`config.mk`:
```
export PLATFORM = sky130hd
export DESIGN_NAME = uart_top
export DESIGN_NICKNAME = d
export VERILOG_FILES = /design/src/rtl/uart_pkg.sv /design/src/rtl/uart_fifo.sv /design/src/rtl/uart_bus_port.sv /design/src/rtl/uart_transmitter.sv /design/src/rtl/uart_receiver.sv /design/src/rtl/uart_regs.sv /design/src/rtl/uart_top.sv
export SDC_FILE = /design/constraint.sdc
export NUM_CORES = 1
export LEC_CHECK = 0
export ABC_AREA = 1
export ABC_CLOCK_PERIOD_IN_PS = 3900
export BUFFER_PORTS_ARGS = -buffer_cell sky130_fd_sc_hd__clkbuf_2
export CAP_MARGIN = 20
export CORE_MARGIN = 4
export CORE_UTILIZATION = 33
export CTS_BUF_LIST = sky130_fd_sc_hd__clkbuf_4
export CTS_CLUSTER_DIAMETER = 150
export DETAILED_ROUTE_END_ITERATION = 10
export GPL_ROUTABILITY_DRIVEN = 0
export PLACE_DENSITY = 0.44
export SYNTH_ARGS = -nofsm -noshare
export SYNTH_HDL_FRONTEND = slang
export SYNTH_SLANG_ARGS = --single-unit
```
`constraint.sdc`:
```
create_clock -name clk -period 3.9 [get_ports clk]
set_input_delay 0 -clock clk [delete_from_list [all_inputs] [get_ports clk]]
set_output_delay 0 -clock clk [all_outputs]
set_load 0.01 [all_outputs]
```
`src/rtl/uart_pkg.sv`:
```
package uart_pkg;

	localparam int DATA_W     = 8;
	localparam int ADDR_W     = 3;
	localparam int FIFO_CNT_W = 5;
	localparam int RX_ENTRY_W = DATA_W + 2;        // Data byte, parity error, framing error
	localparam int BIT_TICKS  = 16;
	localparam int TICK_W     = $clog2(BIT_TICKS);

	localparam logic [FIFO_CNT_W-1:0] FIFO_DEPTH     = 5'd16;
	localparam logic [TICK_W-1:0]     OVERSAMPLE_MID = 4'd7;
	localparam logic [TICK_W-1:0]     TICK_LAST      = TICK_W'(BIT_TICKS - 1);

	// Register map
	localparam logic [ADDR_W-1:0] REG_RBR_THR = 3'd0;  // DLL when DLAB is set
	localparam logic [ADDR_W-1:0] REG_IER     = 3'd1;  // DLM when DLAB is set
	localparam logic [ADDR_W-1:0] REG_IIR_FCR = 3'd2;
	localparam logic [ADDR_W-1:0] REG_LCR     = 3'd3;
	localparam logic [ADDR_W-1:0] REG_LSR     = 3'd5;
	localparam logic [ADDR_W-1:0] REG_SCR     = 3'd7;

	localparam int LCR_WLS  = 0;                   // Two bits wide
	localparam int LCR_PEN  = 3;
	localparam int LCR_EPS  = 4;
	localparam int LCR_DLAB = 7;

	localparam logic [DATA_W-1:0] LCR_RESET = 8'h03;
	localparam logic [DATA_W-1:0] LSR_RESET = 8'h60;   // THRE and TEMT

	localparam logic [3:0] IIR_NONE      = 4'b0001;
	localparam logic [3:0] IIR_RLS       = 4'b0110;
	localparam logic [3:0] IIR_RDA       = 4'b0100;
	localparam logic [3:0] IIR_THRE      = 4'b0010;
	localparam logic [3:0] IIR_FIFO_BITS = 4'b1100;

	// Bus ack sequencer
	localparam logic [1:0] BUS_IDLE = 2'd0;
	localparam logic [1:0] BUS_ACK  = 2'd1;
	localparam logic [1:0] BUS_REC  = 2'd2;

	// Serializer
	localparam logic [2:0] TX_IDLE   = 3'd0;
	localparam logic [2:0] TX_LOAD   = 3'd1;
	localparam logic [2:0] TX_START  = 3'd2;
	localparam logic [2:0] TX_DATA   = 3'd3;
	localparam logic [2:0] TX_PARITY = 3'd4;
	localparam logic [2:0] TX_STOP   = 3'd5;

	// Deserializer
	localparam logic [2:0] RX_IDLE   = 3'd0;
	localparam logic [2:0] RX_START  = 3'd1;
	localparam logic [2:0] RX_DATA   = 3'd2;
	localparam logic [2:0] RX_PARITY = 3'd3;
	localparam logic [2:0] RX_STOP   = 3'd4;

endpackage

```
`src/rtl/uart_fifo.sv`:
```
`timescale 1ns/1ps

module uart_fifo #(
	parameter int WIDTH = uart_pkg::DATA_W
) (
	input  logic                            clk,
	input  logic                            wb_rst_i,
	input  logic                            clear_i,
	input  logic                            push_i,
	input  logic [WIDTH-1:0]                data_i,
	input  logic                            pop_i,
	output logic [WIDTH-1:0]                data_o,
	output logic [uart_pkg::FIFO_CNT_W-1:0] count_o,
	output logic                            overrun_o,
	input  logic                            overrun_clr_i
);

	localparam int PTR_W = uart_pkg::FIFO_CNT_W - 1;

	logic [WIDTH-1:0] mem [uart_pkg::FIFO_DEPTH];
	logic [PTR_W-1:0] top_q;
	logic [PTR_W-1:0] bottom_q;
	logic             full;
	logic             do_push;
	logic             do_pop;

	assign full    = count_o == uart_pkg::FIFO_DEPTH;
	assign do_pop  = pop_i & (count_o != '0);
	assign do_push = push_i & (~full | do_pop);   // A pop frees the slot
	assign data_o  = mem[bottom_q];

	always_ff @(posedge clk)
	begin
		if (do_push)
			mem[top_q] <= data_i;
	end

	always_ff @(posedge clk or posedge wb_rst_i)
	begin
		if (wb_rst_i)
		begin
			top_q    <= '0;
			bottom_q <= '0;
			count_o  <= '0;
		end
		else if (clear_i)
		begin
			top_q    <= '0;
			bottom_q <= '0;
			count_o  <= '0;
		end
		else
		begin
			if (do_push)
				top_q <= top_q + 1'b1;
			if (do_pop)
				bottom_q <= bottom_q + 1'b1;
			if (do_push & ~do_pop)
				count_o <= count_o + 1'b1;
			else if (do_pop & ~do_push)
				count_o <= count_o - 1'b1;
		end
	end

	always_ff @(posedge clk or posedge wb_rst_i)
	begin
		if (wb_rst_i)
			overrun_o <= 1'b0;
		else if (clear_i | overrun_clr_i)
			overrun_o <= 1'b0;
		else if (push_i & ~do_push)
			overrun_o <= 1'b1;                 // Sticky
	end

endmodule

```
`src/rtl/uart_bus_port.sv`:
```
`timescale 1ns/1ps

module uart_bus_port (
	input  logic                        clk,
	input  logic                        wb_rst_i,
	input  logic [uart_pkg::ADDR_W-1:0] wb_adr_i,
	input  logic [uart_pkg::DATA_W-1:0] wb_dat_i,
	input  logic                        wb_we_i,
	input  logic                        wb_stb_i,
	input  logic                        wb_cyc_i,
	input  logic [uart_pkg::DATA_W-1:0] rd_data_i,
	output logic                        wb_ack_o,
	output logic [uart_pkg::DATA_W-1:0] wb_dat_o,
	output logic [uart_pkg::ADDR_W-1:0] reg_adr_o,
	output logic [uart_pkg::DATA_W-1:0] reg_dat_o,
	output logic                        reg_we_o,
	output logic                        reg_re_o
);

	logic       req_q;
	logic       we_q;
	logic [1:0] state_q;
	logic       take;

	always_ff @(posedge clk or posedge wb_rst_i)
	begin
		if (wb_rst_i)
			req_q <= 1'b0;
		else
			req_q <= wb_stb_i & wb_cyc_i;
	end

	always_ff @(posedge clk)
	begin
		reg_adr_o <= wb_adr_i;
		reg_dat_o <= wb_dat_i;
		we_q      <= wb_we_i;
	end

	assign take     = req_q & (state_q == uart_pkg::BUS_IDLE);   // Only taken when idle
	assign reg_we_o = take & we_q;
	assign reg_re_o = take & ~we_q;

	always_ff @(posedge clk or posedge wb_rst_i)
	begin
		if (wb_rst_i)
		begin
			state_q  <= uart_pkg::BUS_IDLE;
			wb_ack_o <= 1'b0;
			wb_dat_o <= '0;
		end
		else
		begin
			wb_ack_o <= take;
			if (take & ~we_q)
				wb_dat_o <= rd_data_i;
			case (state_q)
				uart_pkg::BUS_IDLE:
				begin
					if (take)
						state_q <= uart_pkg::BUS_ACK;
				end
				uart_pkg::BUS_ACK:
					state_q <= uart_pkg::BUS_REC;   // Stale stb still registered here
				default:
					state_q <= uart_pkg::BUS_IDLE;
			endcase
		end
	end

endmodule

```
`src/rtl/uart_transmitter.sv`:
```
`timescale 1ns/1ps

module uart_transmitter (
	input  logic                            clk,
	input  logic                            wb_rst_i,
	input  logic                            tick_i,
	input  logic [uart_pkg::DATA_W-1:0]     lcr_i,
	input  logic                            tf_push_i,
	input  logic [uart_pkg::DATA_W-1:0]     tf_data_i,
	input  logic                            tf_clear_i,
	output logic                            stx_pad_o,
	output logic [uart_pkg::FIFO_CNT_W-1:0] tf_count_o,
	output logic                            tx_idle_o
);

	logic [uart_pkg::DATA_W-1:0] tf_data;
	logic                        tf_valid;
	logic                        tf_ready;
	logic [2:0]                  state_q;
	logic [uart_pkg::TICK_W-1:0] tick_cnt_q;
	logic [2:0]                  bits_left_q;
	logic [uart_pkg::DATA_W-1:0] shift_q;
	logic                        parity_q;
	logic [uart_pkg::DATA_W-1:0] masked;
	logic [1:0]                  wls;
	logic                        bit_end;

	uart_fifo #(
		.WIDTH(uart_pkg::DATA_W)
	) tx_fifo_i (
		.clk          (clk),
		.wb_rst_i     (wb_rst_i),
		.clear_i      (tf_clear_i),
		.push_i       (tf_push_i),
		.data_i       (tf_data_i),
		.pop_i        (tf_valid & tf_ready),
		.data_o       (tf_data),
		.count_o      (tf_count_o),
		.overrun_o    (),
		.overrun_clr_i(1'b0)
	);

	assign tf_valid  = tf_count_o != '0;
	assign tf_ready  = state_q == uart_pkg::TX_LOAD;
	assign tx_idle_o = state_q == uart_pkg::TX_IDLE;
	assign wls       = lcr_i[uart_pkg::LCR_WLS +: 2];
	assign masked    = tf_data & ({uart_pkg::DATA_W{1'b1}} >> (2'd3 - wls));
	assign bit_end   = tick_i & (tick_cnt_q == uart_pkg::TICK_LAST);

	always_ff @(posedge clk or posedge wb_rst_i)
	begin
		if (wb_rst_i)
		begin
			state_q     <= uart_pkg::TX_IDLE;
			tick_cnt_q  <= '0;
			bits_left_q <= '0;
			stx_pad_o   <= 1'b1;
		end
		else
		begin
			if (tx_idle_o | tf_ready)
				tick_cnt_q <= '0;
			else if (tick_i)
				tick_cnt_q <= tick_cnt_q + 1'b1;   // Wraps at the bit boundary
			case (state_q)
				uart_pkg::TX_START:  stx_pad_o <= 1'b0;
				uart_pkg::TX_DATA:   stx_pad_o <= shift_q[0];
				uart_pkg::TX_PARITY: stx_pad_o <= parity_q;
				default:             stx_pad_o <= 1'b1;
			endcase
			case (state_q)
				uart_pkg::TX_IDLE:
				begin
					if (tf_valid)
						state_q <= uart_pkg::TX_LOAD;
				end
				uart_pkg::TX_LOAD:
				begin
					bits_left_q <= 3'd4 + {1'b0, wls};
					state_q     <= tf_valid ? uart_pkg::TX_START : uart_pkg::TX_IDLE;
				end
				uart_pkg::TX_START:
				begin
					if (bit_end)
						state_q <= uart_pkg::TX_DATA;
				end
				uart_pkg::TX_DATA:
				begin
					if (bit_end)
					begin
						if (bits_left_q != '0)
							bits_left_q <= bits_left_q - 1'b1;
						else if (lcr_i[uart_pkg::LCR_PEN])
							state_q <= uart_pkg::TX_PARITY;
						else
							state_q <= uart_pkg::TX_STOP;
					end
				end
				uart_pkg::TX_PARITY:
				begin
					if (bit_end)
						state_q <= uart_pkg::TX_STOP;
				end
				default:
				begin
					if (bit_end)
						state_q <= uart_pkg::TX_IDLE;
				end
			endcase
		end
	end

	always_ff @(posedge clk)
	begin
		if (tf_ready)
		begin
			shift_q  <= masked;
			parity_q <= ^masked ^ ~lcr_i[uart_pkg::LCR_EPS];   // Even when EPS set
		end
		else if ((state_q == uart_pkg::TX_DATA) & bit_end)
			shift_q <= shift_q >> 1;                           // LSB first
	end

endmodule

```
`src/rtl/uart_receiver.sv`:
```
`timescale 1ns/1ps

module uart_receiver (
	input  logic                            clk,
	input  logic                            wb_rst_i,
	input  logic                            tick_i,
	input  logic [uart_pkg::DATA_W-1:0]     lcr_i,
	input  logic                            srx_pad_i,
	input  logic                            rf_pop_i,
	input  logic                            rf_clear_i,
	input  logic                            ovr_clr_i,
	output logic [uart_pkg::RX_ENTRY_W-1:0] rf_head_o,
	output logic [uart_pkg::FIFO_CNT_W-1:0] rf_count_o,
	output logic                            rf_overrun_o
);

	logic                            sync_q;
	logic                            rx_q;
	logic [2:0]                      state_q;
	logic [uart_pkg::TICK_W-1:0]     tick_cnt_q;
	logic [2:0]                      bits_left_q;
	logic [uart_pkg::DATA_W-1:0]     shift_q;
	logic                            par_acc_q;
	logic                            perr_q;
	logic                            rf_push_q;
	logic [uart_pkg::RX_ENTRY_W-1:0] entry_q;
	logic [1:0]                      wls;
	logic                            mid;
	logic                            bit_end;

	uart_fifo #(
		.WIDTH(uart_pkg::RX_ENTRY_W)
	) rx_fifo_i (
		.clk          (clk),
		.wb_rst_i     (wb_rst_i),
		.clear_i      (rf_clear_i),
		.push_i       (rf_push_q),
		.data_i       (entry_q),
		.pop_i        (rf_pop_i),
		.data_o       (rf_head_o),
		.count_o      (rf_count_o),
		.overrun_o    (rf_overrun_o),
		.overrun_clr_i(ovr_clr_i)
	);

	assign wls     = lcr_i[uart_pkg::LCR_WLS +: 2];
	assign mid     = tick_i & (tick_cnt_q == uart_pkg::OVERSAMPLE_MID);
	assign bit_end = tick_i & (tick_cnt_q == uart_pkg::TICK_LAST);

	always_ff @(posedge clk or posedge wb_rst_i)
	begin
		if (wb_rst_i)
		begin
			sync_q <= 1'b1;                    // Line idles high
			rx_q   <= 1'b1;
		end
		else
		begin
			sync_q <= srx_pad_i;
			rx_q   <= sync_q;
		end
	end

	always_ff @(posedge clk or posedge wb_rst_i)
	begin
		if (wb_rst_i)
		begin
			state_q     <= uart_pkg::RX_IDLE;
			tick_cnt_q  <= '0;
			bits_left_q <= '0;
			rf_push_q   <= 1'b0;
		end
		else
		begin
			rf_push_q <= (state_q == uart_pkg::RX_STOP) & mid;
			if (state_q == uart_pkg::RX_IDLE)
				tick_cnt_q <= '0;
			else if (tick_i)
				tick_cnt_q <= tick_cnt_q + 1'b1;
			case (state_q)
				uart_pkg::RX_IDLE:
				begin
					if (~rx_q)
						state_q <= uart_pkg::RX_START;
				end
				uart_pkg::RX_START:
				begin
					bits_left_q <= 3'd4 + {1'b0, wls};
					if (mid & rx_q)
						state_q <= uart_pkg::RX_IDLE;   // Glitch, not a start bit
					else if (bit_end)
						state_q <= uart_pkg::RX_DATA;
				end
				uart_pkg::RX_DATA:
				begin
					if (bit_end)
					begin
						if (bits_left_q != '0)
							bits_left_q <= bits_left_q - 1'b1;
						else if (lcr_i[uart_pkg::LCR_PEN])
							state_q <= uart_pkg::RX_PARITY;
						else
							state_q <= uart_pkg::RX_STOP;
					end
				end
				uart_pkg::RX_PARITY:
				begin
					if (bit_end)
						state_q <= uart_pkg::RX_STOP;
				end
				default:
				begin
					if (mid)
						state_q <= uart_pkg::RX_IDLE;   // Push at mid stop bit
				end
			endcase
		end
	end

	always_ff @(posedge clk)
	begin
		case (state_q)
			uart_pkg::RX_START:
			begin
				par_acc_q <= 1'b0;
				perr_q    <= 1'b0;
			end
			uart_pkg::RX_DATA:
			begin
				if (mid)
				begin
					shift_q   <= {rx_q, shift_q[uart_pkg::DATA_W-1:1]};
					par_acc_q <= par_acc_q ^ rx_q;
				end
			end
			uart_pkg::RX_PARITY:
			begin
				if (mid)
					perr_q <= par_acc_q ^ rx_q ^ ~lcr_i[uart_pkg::LCR_EPS];
			end
			uart_pkg::RX_STOP:
			begin
				if (mid)
					entry_q <= {shift_q >> (2'd3 - wls), perr_q, ~rx_q};   // Right aligned
			end
			default:
			begin
				par_acc_q <= 1'b0;
			end
		endcase
	end

endmodule

```
`src/rtl/uart_regs.sv`:
```
`timescale 1ns/1ps

module uart_regs (
	input  logic                            clk,
	input  logic                            wb_rst_i,
	input  logic [uart_pkg::ADDR_W-1:0]     reg_adr_i,
	input  logic [uart_pkg::DATA_W-1:0]     reg_dat_i,
	input  logic                            reg_we_i,
	input  logic                            reg_re_i,
	input  logic [uart_pkg::RX_ENTRY_W-1:0] rf_head_i,
	input  logic [uart_pkg::FIFO_CNT_W-1:0] rf_count_i,
	input  logic                            rf_overrun_i,
	input  logic [uart_pkg::FIFO_CNT_W-1:0] tf_count_i,
	input  logic                            tx_idle_i,
	output logic [uart_pkg::DATA_W-1:0]     rd_data_o,
	output logic [uart_pkg::DATA_W-1:0]     lcr_o,
	output logic                            baud_tick_o,
	output logic                            tf_push_o,
	output logic                            rf_pop_o,
	output logic                            rf_clear_o,
	output logic                            tf_clear_o,
	output logic                            ovr_clr_o,
	output logic                            int_o
);

	localparam int DL_W = 2 * uart_pkg::DATA_W;

	logic [3:0]                      ier_q;
	logic [DL_W-1:0]                 dl_q;
	logic [DL_W-1:0]                 div_cnt_q;
	logic [uart_pkg::DATA_W-1:0]     scr_q;
	logic [1:0]                      fcr_trig_q;
	logic [uart_pkg::FIFO_CNT_W-1:0] trig_level;
	logic [uart_pkg::DATA_W-1:0]     lsr_q;
	logic [3:0]                      iir_q;
	logic                            dlab;
	logic                            thr_wr;
	logic                            fcr_wr;
	logic                            rbr_rd;
	logic                            iir_rd;
	logic                            rx_valid;
	logic                            tx_empty;
	logic                            rls_pnd;
	logic                            rda_pnd;
	logic                            thre_src;
	logic                            thre_src_q;
	logic                            thre_pnd_q;

	assign dlab      = lcr_o[uart_pkg::LCR_DLAB];
	assign thr_wr    = reg_we_i & (reg_adr_i == uart_pkg::REG_RBR_THR) & ~dlab;
	assign fcr_wr    = reg_we_i & (reg_adr_i == uart_pkg::REG_IIR_FCR);
	assign rbr_rd    = reg_re_i & (reg_adr_i == uart_pkg::REG_RBR_THR) & ~dlab;
	assign iir_rd    = reg_re_i & (reg_adr_i == uart_pkg::REG_IIR_FCR);
	assign ovr_clr_o = reg_re_i & (reg_adr_i == uart_pkg::REG_LSR) & lsr_q[1];
	assign rx_valid  = rf_count_i != '0;
	assign tx_empty  = tf_count_i == '0;

	always_ff @(posedge clk or posedge wb_rst_i)
	begin
		if (wb_rst_i)
		begin
			lcr_o      <= uart_pkg::LCR_RESET;
			ier_q      <= '0;
			dl_q       <= '0;
			scr_q      <= '0;
			fcr_trig_q <= '0;
		end
		else if (reg_we_i)
		begin
			case (reg_adr_i)
				uart_pkg::REG_RBR_THR:
				begin
					if (dlab)
						dl_q[uart_pkg::DATA_W-1:0] <= reg_dat_i;
				end
				uart_pkg::REG_IER:
				begin
					if (dlab)
						dl_q[DL_W-1:uart_pkg::DATA_W] <= reg_dat_i;
					else
						ier_q <= reg_dat_i[3:0];
				end
				uart_pkg::REG_IIR_FCR: fcr_trig_q <= reg_dat_i[7:6];
				uart_pkg::REG_LCR:     lcr_o      <= reg_dat_i;
				uart_pkg::REG_SCR:     scr_q      <= reg_dat_i;
				default:               ;
			endcase
		end
	end

	always_ff @(posedge clk or posedge wb_rst_i)
	begin
		if (wb_rst_i)
		begin
			tf_push_o  <= 1'b0;
			rf_pop_o   <= 1'b0;
			rf_clear_o <= 1'b0;
			tf_clear_o <= 1'b0;
		end
		else
		begin
			tf_push_o  <= thr_wr;
			rf_pop_o   <= rbr_rd;              // After the head was read out
			rf_clear_o <= fcr_wr & reg_dat_i[1];
			tf_clear_o <= fcr_wr & reg_dat_i[2];
		end
	end

	always_comb
	begin
		case (fcr_trig_q)
			2'd0:    trig_level = 5'd1;
			2'd1:    trig_level = 5'd4;
			2'd2:    trig_level = 5'd8;
			default: trig_level = 5'd14;
		endcase
	end

	always_ff @(posedge clk or posedge wb_rst_i)
	begin
		if (wb_rst_i)
		begin
			div_cnt_q   <= '0;
			baud_tick_o <= 1'b0;
		end
		else if (dl_q == '0)
		begin
			div_cnt_q   <= '0;
			baud_tick_o <= 1'b0;
		end
		else if (div_cnt_q >= dl_q - 1'b1)
		begin
			div_cnt_q   <= '0;
			baud_tick_o <= 1'b1;
		end
		else
		begin
			div_cnt_q   <= div_cnt_q + 1'b1;
			baud_tick_o <= 1'b0;
		end
	end

	// Bit 4 is break and bit 7 the FIFO error summary, neither kept
	always_ff @(posedge clk or posedge wb_rst_i)
	begin
		if (wb_rst_i)
			lsr_q <= uart_pkg::LSR_RESET;
		else
			lsr_q <= {1'b0, tx_empty & tx_idle_i, tx_empty, 1'b0,
				rx_valid & rf_head_i[0], rx_valid & rf_head_i[1], rf_overrun_i, rx_valid};
	end

	assign rls_pnd  = ier_q[2] & (|lsr_q[3:1]);
	assign rda_pnd  = ier_q[0] & (rf_count_i >= trig_level);
	assign thre_src = ier_q[1] & tx_empty;

	always_ff @(posedge clk or posedge wb_rst_i)
	begin
		if (wb_rst_i)
		begin
			thre_src_q <= 1'b0;
			thre_pnd_q <= 1'b0;
			iir_q      <= uart_pkg::IIR_NONE;
			int_o      <= 1'b0;
		end
		else
		begin
			thre_src_q <= thre_src;
			if (thr_wr | (iir_rd & (iir_q == uart_pkg::IIR_THRE)))
				thre_pnd_q <= 1'b0;
			else if (thre_src & ~thre_src_q)
				thre_pnd_q <= 1'b1;                // FIFO just drained
			else if (~ier_q[1])
				thre_pnd_q <= 1'b0;
			if (rls_pnd)
				iir_q <= uart_pkg::IIR_RLS;
			else if (rda_pnd)
				iir_q <= uart_pkg::IIR_RDA;
			else if (thre_pnd_q)
				iir_q <= uart_pkg::IIR_THRE;
			else
				iir_q <= uart_pkg::IIR_NONE;
			int_o <= rls_pnd | rda_pnd | thre_pnd_q;
		end
	end

	always_comb
	begin
		case (reg_adr_i)
			uart_pkg::REG_RBR_THR:
				rd_data_o = dlab ? dl_q[uart_pkg::DATA_W-1:0] :
					rf_head_i[uart_pkg::RX_ENTRY_W-1 -: uart_pkg::DATA_W];
			uart_pkg::REG_IER:
				rd_data_o = dlab ? dl_q[DL_W-1:uart_pkg::DATA_W] : {4'b0000, ier_q};
			uart_pkg::REG_IIR_FCR: rd_data_o = {uart_pkg::IIR_FIFO_BITS, iir_q};
			uart_pkg::REG_LCR:     rd_data_o = lcr_o;
			uart_pkg::REG_LSR:     rd_data_o = lsr_q;
			uart_pkg::REG_SCR:     rd_data_o = scr_q;
			default:               rd_data_o = '0;
		endcase
	end

endmodule

```
`src/rtl/uart_top.sv`:
```
`timescale 1ns/1ps

module uart_top (
	input  logic                        clk,
	input  logic                        wb_rst_i,
	input  logic [uart_pkg::ADDR_W-1:0] wb_adr_i,
	input  logic [uart_pkg::DATA_W-1:0] wb_dat_i,
	input  logic                        wb_we_i,
	input  logic                        wb_stb_i,
	input  logic                        wb_cyc_i,
	input  logic                        srx_pad_i,
	output logic [uart_pkg::DATA_W-1:0] wb_dat_o,
	output logic                        wb_ack_o,
	output logic                        stx_pad_o,
	output logic                        int_o
);

	logic [uart_pkg::ADDR_W-1:0]     reg_adr;
	logic [uart_pkg::DATA_W-1:0]     reg_dat;
	logic                            reg_we;
	logic                            reg_re;
	logic [uart_pkg::DATA_W-1:0]     rd_data;
	logic [uart_pkg::DATA_W-1:0]     lcr;
	logic                            baud_tick;
	logic                            tf_push;
	logic                            tf_clear;
	logic [uart_pkg::FIFO_CNT_W-1:0] tf_count;
	logic                            tx_idle;
	logic                            rf_pop;
	logic                            rf_clear;
	logic                            ovr_clr;
	logic [uart_pkg::RX_ENTRY_W-1:0] rf_head;
	logic [uart_pkg::FIFO_CNT_W-1:0] rf_count;
	logic                            rf_overrun;

	uart_bus_port bus_port_i (
		.clk      (clk),
		.wb_rst_i (wb_rst_i),
		.wb_adr_i (wb_adr_i),
		.wb_dat_i (wb_dat_i),
		.wb_we_i  (wb_we_i),
		.wb_stb_i (wb_stb_i),
		.wb_cyc_i (wb_cyc_i),
		.rd_data_i(rd_data),
		.wb_ack_o (wb_ack_o),
		.wb_dat_o (wb_dat_o),
		.reg_adr_o(reg_adr),
		.reg_dat_o(reg_dat),
		.reg_we_o (reg_we),
		.reg_re_o (reg_re)
	);

	uart_regs regs_i (
		.clk         (clk),
		.wb_rst_i    (wb_rst_i),
		.reg_adr_i   (reg_adr),
		.reg_dat_i   (reg_dat),
		.reg_we_i    (reg_we),
		.reg_re_i    (reg_re),
		.rf_head_i   (rf_head),
		.rf_count_i  (rf_count),
		.rf_overrun_i(rf_overrun),
		.tf_count_i  (tf_count),
		.tx_idle_i   (tx_idle),
		.rd_data_o   (rd_data),
		.lcr_o       (lcr),
		.baud_tick_o (baud_tick),
		.tf_push_o   (tf_push),
		.rf_pop_o    (rf_pop),
		.rf_clear_o  (rf_clear),
		.tf_clear_o  (tf_clear),
		.ovr_clr_o   (ovr_clr),
		.int_o       (int_o)
	);

	// THR data is the registered bus byte, still held when the push lands
	uart_transmitter transmitter_i (
		.clk       (clk),
		.wb_rst_i  (wb_rst_i),
		.tick_i    (baud_tick),
		.lcr_i     (lcr),
		.tf_push_i (tf_push),
		.tf_data_i (reg_dat),
		.tf_clear_i(tf_clear),
		.stx_pad_o (stx_pad_o),
		.tf_count_o(tf_count),
		.tx_idle_o (tx_idle)
	);

	uart_receiver receiver_i (
		.clk         (clk),
		.wb_rst_i    (wb_rst_i),
		.tick_i      (baud_tick),
		.lcr_i       (lcr),
		.srx_pad_i   (srx_pad_i),
		.rf_pop_i    (rf_pop),
		.rf_clear_i  (rf_clear),
		.ovr_clr_i   (ovr_clr),
		.rf_head_o   (rf_head),
		.rf_count_o  (rf_count),
		.rf_overrun_o(rf_overrun)
	);

endmodule

```
==> flow_summary.toml, run 1 <==
[finish]
finish.instance_area_um2 = 23700
syn2layout_area_growth_pct = 16.3
drive_gt1_share_pct = 15.1
nets = 2160

[setup_path]
endpoint_kind = "register"
worstSetupEndpoint = "regs_i.div_cnt_q[13]"
r2r-end = "regs_i.div_cnt_q[13]"
ff2ff_path_depth = 17
crit_required_ns = 4.74
worst-setup-path-type = "register to register"
arrival_ns = 4.11
timing.rr.start = "regs_i.dl_q[0]"
worstPathMaxFanout = 17
startpoint = "regs_i.dl_q[0]"
worstSetupStartpointType = "register"
reg2reg_slack_ns = 0.62

[grt]
overflow = 0
grt_pass1_vias = 14500
grt_pass1_wl_um = 84500
grt_max_degree = 86
antenna_found_initial = 1
grt.total_usage_pct = 16.6

[outcome]
status = "completed"

[floorplan]
io_pins = 28
core_um2 = 60700
initial_core_util_pct = 33.6
die-area_um2 = 65800
fp-row-count = 90
die_h_um = 256
die-width_um = 256

[logic_synthesis]
synth_fp_nets = 1999
yosys.area.top_type = "edfxtp_1"
synthTopCellsByArea = "edfxtp_1 (47%), dfrtp_1 (15%), nand2_1 (6.6%)"
yosysWarnings = 0
seq_area_frac_synth_pct = 64.4
syn_area_um2 = 20400
post-synth-top-area-fraction_pct = 46.7
synth.distinct_cells = 52
yosys-top-cells-count = "nand2_1 (358), edfxtp_1 (317), nor2_1 (210)"
synthArstFlopShare_pct = 28.9
ys.flop_type = "edfxtp_1"
synth_area_per_cell_um2 = 10.5
synth_edf_count = 317
ys_seq_elements = 463
postSynthCellCount = 1936
synth_most_common_cell = "nand2_1"

[routing]
drc = 0
wl_per_cell_um = 18.2
drt-total-wl_um = 54400
route.vias.total = 14500
viasPerCell = 4.87
firstDrtPassIters = 6
detail-route-antenna-nets = 0
drt_iter0_markers = 962

[clock_network]
cts_repair_resize_count = 0
cts.sinks = 463
cts_buffer_depth = 3
cts_made_buffers = 134
htreeDepth = 4
cts_root_buffer = "clkbuf_4"
clock_latency_ns = 0.94
cts_tree = "built"
path_clk_slew_ns = 0.06

[sta]
maxSlewViolCount = 0
setup_viol = 0
relSlewSlack_pct = 28.0
hold_viol_final = 0
fmax_mhz = 305
fin_skew_ns = 0.0609
fin_tns_setup_ns = 0
tightest_slew_ns = 1.08
period_share_pct = 84.0
finalCriticalPeriod_ns = 3.28
rsz0062_at_grt = "no"

[flow_run]
maxCapViolations = 0

[min_path]
whs_path_depth = 3
hold_path.class = "input pin to register"

[placed_design]
dpl-instance-area_um2 = 21400
place_hpwl_um = 34300
port-buffer-count = 27

[power]
p_per_area_nw_per_um2 = 610
p_leak_nw = 9.77
vdd_drop_max_mv = 0.340
-- state kept, by name, summed over array words and instances, names as in the netlist, 4 cells and up --
signal                            count
bus_port_i.reg_dat_o                  8
receiver_i.shift_q                    8
bus_port_i.wb_dat_o                   8
transmitter_i.tx_fifo_i.mem         128
transmitter_i.shift_q                 8
receiver_i.rx_fifo_i.count_o          5
receiver_i.rx_fifo_i.top_q            4
regs_i.ier_q                          4
regs_i.lcr_o                          8
receiver_i.entry_q                   10
transmitter_i.tx_fifo_i.bottom_q      4
receiver_i.tick_cnt_q                 4
receiver_i.rx_fifo_i.mem            160
regs_i.scr_q                          8
regs_i.lsr_q                          6
receiver_i.rx_fifo_i.bottom_q         4
transmitter_i.tx_fifo_i.top_q         4
regs_i.div_cnt_q                     16
transmitter_i.tick_cnt_q              4
transmitter_i.tx_fifo_i.count_o       5
regs_i.dl_q                          16
-- metal layers --
metal / vias up / global-route usage (%) / share of wire (%)
li1: 7033 / - / -
met1: 7063 / 23.4 / 48
met2: 332 / 24.8 / 45
met3: 89 / 4.45 / 4.4
met4: 0 / 6.05 / 2.4
met5: - / 0 / 0
-- what timing repair did --
| action | CTS | global route |
|---|---|---|
| hold endpoints to repair | 144 | 0 |
| hold buffers | 32 | 0 |
| setup buffers | 0 | 0 |
-- where the power goes --
part	leakage [nW]	switching, W	internal (W)
clock network	1.11	0.00209	0.00290
logic	3.90	0.00248	0.00113
registers	4.76	0.000264	0.00557
-- cell usage in the layout, fill, tap and decap left out, types with 10 or more instances in the layout --
cell type        n
dfrtp_1        124
ha_1            44
a21oi_1         61
nor2_1         210
clkbuf_2        27
inv_1          200
nand3_1        129
o22ai_1         35
buf_4           27
clkinv_1        13
dlygate4sd3_1   32
nor3_1          34
clkbuf_4       212
o211ai_1        13
edfxtp_1       317
xnor2_1         10
dfxtp_1         12
xor2_1          21
inv_2           12
o21ai_0        180
nand2_1        358
-- stage by stage --
step | util, % | hold slack (ns) | instances | setup slack [ns] | total power, W
final | 39.0 | 0.229 | 2983 | 0.625 | 0.0144
after global routing | 39.0 | 0.115 | 2980 | 0.0872 | 0.0155
after floorplan | - | 0.00448 | 1936 | 0.330 | 0.00841
after CTS | 38.9 | 0.0734 | 2975 | 0.536 | 0.0147
after detailed placement | 35.3 | 0.104 | 2707 | 0.558 | 0.00958
after global placement | 35.2 | 0.102 | 2705 | 0.650 | 0.00954
-- area by class of cell --
type,count,area [um2]
clock buffer,211,1580
timing repair buffer,94,781
clock inverter,25,290
multi-input combinational,1192,6110
fill,5976,37000
tap,782,978
sequential,463,13100
antenna,4,10.0
inverter,212,803
-- kinds of logic after synthesis --
logic type                 after synthesis  synth area share, %
DFF                                    463                 64.4
adders and majority gates               46                 2.90
and+or+nand+nor                        760                 15.5
buffers and inverters                  281                 5.61
muxes                                   12                0.614
AOI/OAI and AO/OA                      343                 9.58
xor gates and xnor gates                31                 1.33
-- critical path: stages, from the launching register on --
cell and delay (ns):
dfrtp_1 0.36, inv_1 0.13, ha_1 0.23, nand3_1 0.14, nor2_2 0.16, nand4_1 0.17, nor3_2 0.23, nand2_1 0.12
nand2_1 0.09, inv_1 0.04, ha_1 0.26, nand2_1 0.08, inv_1 0.04, nand3_1 0.09, inv_1 0.05, a21oi_1 0.14
nand3_1 0.48, nor3_1 0.36
-- worst min-delay path by stage --
stage,start,end
4_1_cts,wb_dat_i[6],bus_port_i.reg_dat_o[6]
6_report,wb_dat_i[6],bus_port_i.reg_dat_o[6]
3_5_place_dp,wb_dat_i[2],bus_port_i.reg_dat_o[2]
5_1_grt,wb_dat_i[6],bus_port_i.reg_dat_o[6]
3_3_place_gp,wb_dat_i[3],bus_port_i.reg_dat_o[3]
2_1_floorplan,srx_pad_i,receiver_i.sync_q
Note: power is estimated with default switching activity, not from simulation.
==> run 2: changes to the inputs <==
ABC_CLOCK_PERIOD_IN_PS = 3000   (was 3900)
PLACE_DENSITY = 0.46   (was 0.44)
clock period = 3 ns   (was 3.9 ns; I/O delays follow)
==> run 2 against run 1 <==
- flip-flop and latch count unchanged
- total power increased by 27%
- maximum frequency grew 14%
- global-route usage down 0.32 points
- largest power group unchanged
- hold slack gained 0.049 ns
- clock power up 17%
- sequential power grew 30%
- clock skew shrank 0.0026 ns
- register-to-register slack got worse by 0.49 ns
- count of clock-buffer cells in the layout down 11
- die area stayed put
==> flow_summary.toml, run 2 (same netlist as run 1, synthesis figures left out) <==
[outcome]
status = "completed"

[clock_network]
cts.sinks = 463
cts_made_buffers = 133
cts_root_buffer = "clkbuf_4"
htreeDepth = 4
clock_latency_ns = 0.89
cts_buffer_depth = 3
path_clk_slew_ns = 0.06
cts_tree = "built"

[setup_path]
crit_required_ns = 3.76
worstPathMaxFanout = 8
reg2reg_slack_ns = 0.14
worst-setup-path-type = "register to register"
arrival_ns = 3.62
endpoint_kind = "register"
worstSetupStartpointType = "register"

[routing]
wl_per_cell_um = 17.7
drc = 0
route.vias.total = 14700
drt-total-wl_um = 53500
firstDrtPassIters = 5
viasPerCell = 4.86
drt_iter0_markers = 1020
detail-route-antenna-nets = 0

[sta]
fmax_mhz = 349
setup_viol = 0
rsz0062_at_grt = "yes"
setup_ws_ns = 0.138
finalCriticalPeriod_ns = 2.86
maxSlewViolCount = 0
relSlewSlack_pct = 32.2
hold_viol_final = 0
tightest_slew_ns = 1.02
period_share_pct = 95.4
fin_skew_ns = 0.0583

[floorplan]
core_um2 = 60700
fp-row-count = 90
die-width_um = 256
initial_core_util_pct = 33.6
die_h_um = 256
io_pins = 28
die-area_um2 = 65800

[power]
vdd_drop_max_mv = 0.399
p_per_area_nw_per_um2 = 762
p_leak_nw = 9.94
power_w = 0.0183

[finish]
fill_cells = 5904
drive_gt1_share_pct = 17.3
syn2layout_area_growth_pct = 17.9
nets = 2203
reg_top3 = "receiver_i.rx_fifo_i.mem: 160 flops, transmitter_i.tx_fifo_i.mem: 128 flops"
regArea_um2 = 13100
regMostFlops = "receiver_i.rx_fifo_i.mem"
multi_input_area_um2 = 6250
finish.instance_area_um2 = 24000
final_cell_mix = "nand2_1 (357), edfxtp_1 (317), nor2_1 (208)"
largest_register_ffs = 160
layout_commonest_cell = "nand2_1"

[placed_design]
place_ws_ns = 0.119
dpl-instance-area_um2 = 21800
place_hpwl_um = 34600
port-buffer-count = 27

[grt]
grt.total_usage_pct = 16.3
overflow = 0
grt_pass1_vias = 14500
grt_max_degree = 71
antenna_found_initial = 3
grt_pass1_wl_um = 83300

[min_path]
hold_path.class = "input pin to register"

[flow_run]
maxCapViolations = 0
==> run 2: changes by cell type in the layout (fill, tap and decap cells not counted), moves of 4 or more <==
cell / previous run / this run
bufinv_16: 7 / 2
nand3_1: 129 / 125
nor3_2: 4 / 10
nor3_1: 34 / 25
clkbuf_4: 212 / 200
buf_12: 2 / 7
clkinv_1: 13 / 21
buf_4: 27 / 70
==> run 2: final cells by class <==
cell class | instances | area share (%)
Clock inverter | 30 | 0.745
Timing Repair Buffer | 138 | 4.88
Multi-Input combinational cell | 1192 | 26.0
Clock buffer | 200 | 6.25
Antenna cell | 2 | 0.0208
Inverter | 212 | 3.34
Tap cell | 782 | 4.07
Sequential cell | 463 | 54.6
==> run 2: critical path: stages (launching register included) <==
cell	delay [ns]
dfrtp_1	0.37
inv_2	0.11
ha_2	0.22
nand3_2	0.12
nor2_4	0.13
nand4_1	0.14
nor3_2	0.23
buf_4	0.14
xor2_1	0.14
inv_1	0.07
ha_1	0.28
nand3_2	0.09
nor3_2	0.15
nand3_1	0.15
nand3_4	0.16
clkbuf_16	0.19
nor3_1	0.05
==> run 2: through the flow <==
stage / hold WS (ns) / cells / setup TNS, ns / utilization [%]
floorplan: 0.00448 / 1936 / 0 / -
global placement: 0.103 / 2749 / 0 / 35.9
detailed placement: 0.105 / 2749 / 0 / 35.9
CTS: 0.117 / 3011 / 0 / 39.2
global route: 0.164 / 3018 / -1.60 / 39.6
finish: 0.279 / 3019 / 0 / 39.6
==> run 2: power by group <==
part           internal (W)  leakage, nW  switching [W]
clock               0.00320         1.00        0.00266
sequential          0.00724         4.76       0.000334
combinational       0.00162         4.18        0.00325
total                0.0121         9.94        0.00624
==> run 2: repair_timing <==
action / in CTS / in global routing
buffers inserted: 0 / 4
hold endpoints to repair: 148 / 0
hold buffers: 32 / 0
resized for setup: 0 / 32
endpoints found under the setup margin: 0 / 17
==> run 2: layer usage <==
metal	up-vias	global-route usage (%)	part of all wire, %
met2	356	25.1	46
met5	-	0	0
met1	7084	22.5	47
met3	95	4.11	4.8
met4	0	5.68	2.2
li1	7130	-	-
==> run 2: path summary, 6_finish.rpt <==
kind | endpoint | start | cells past startpoint
setup / recovery | regs_i.div_cnt_q[9] | regs_i.dl_q[0] | 16
hold / removal | bus_port_i.reg_dat_o[6] | wb_dat_i[6] | 3
setup reg to reg | regs_i.div_cnt_q[9] | regs_i.dl_q[0] | 16
hold reg to reg | regs_i.lsr_q[1] | receiver_i.rx_fifo_i.overrun_o | 0
max in group asynchronous | regs_i.iir_q[0] | wb_rst_i | 5
min in group asynchronous | regs_i.dl_q[8] | wb_rst_i | 4
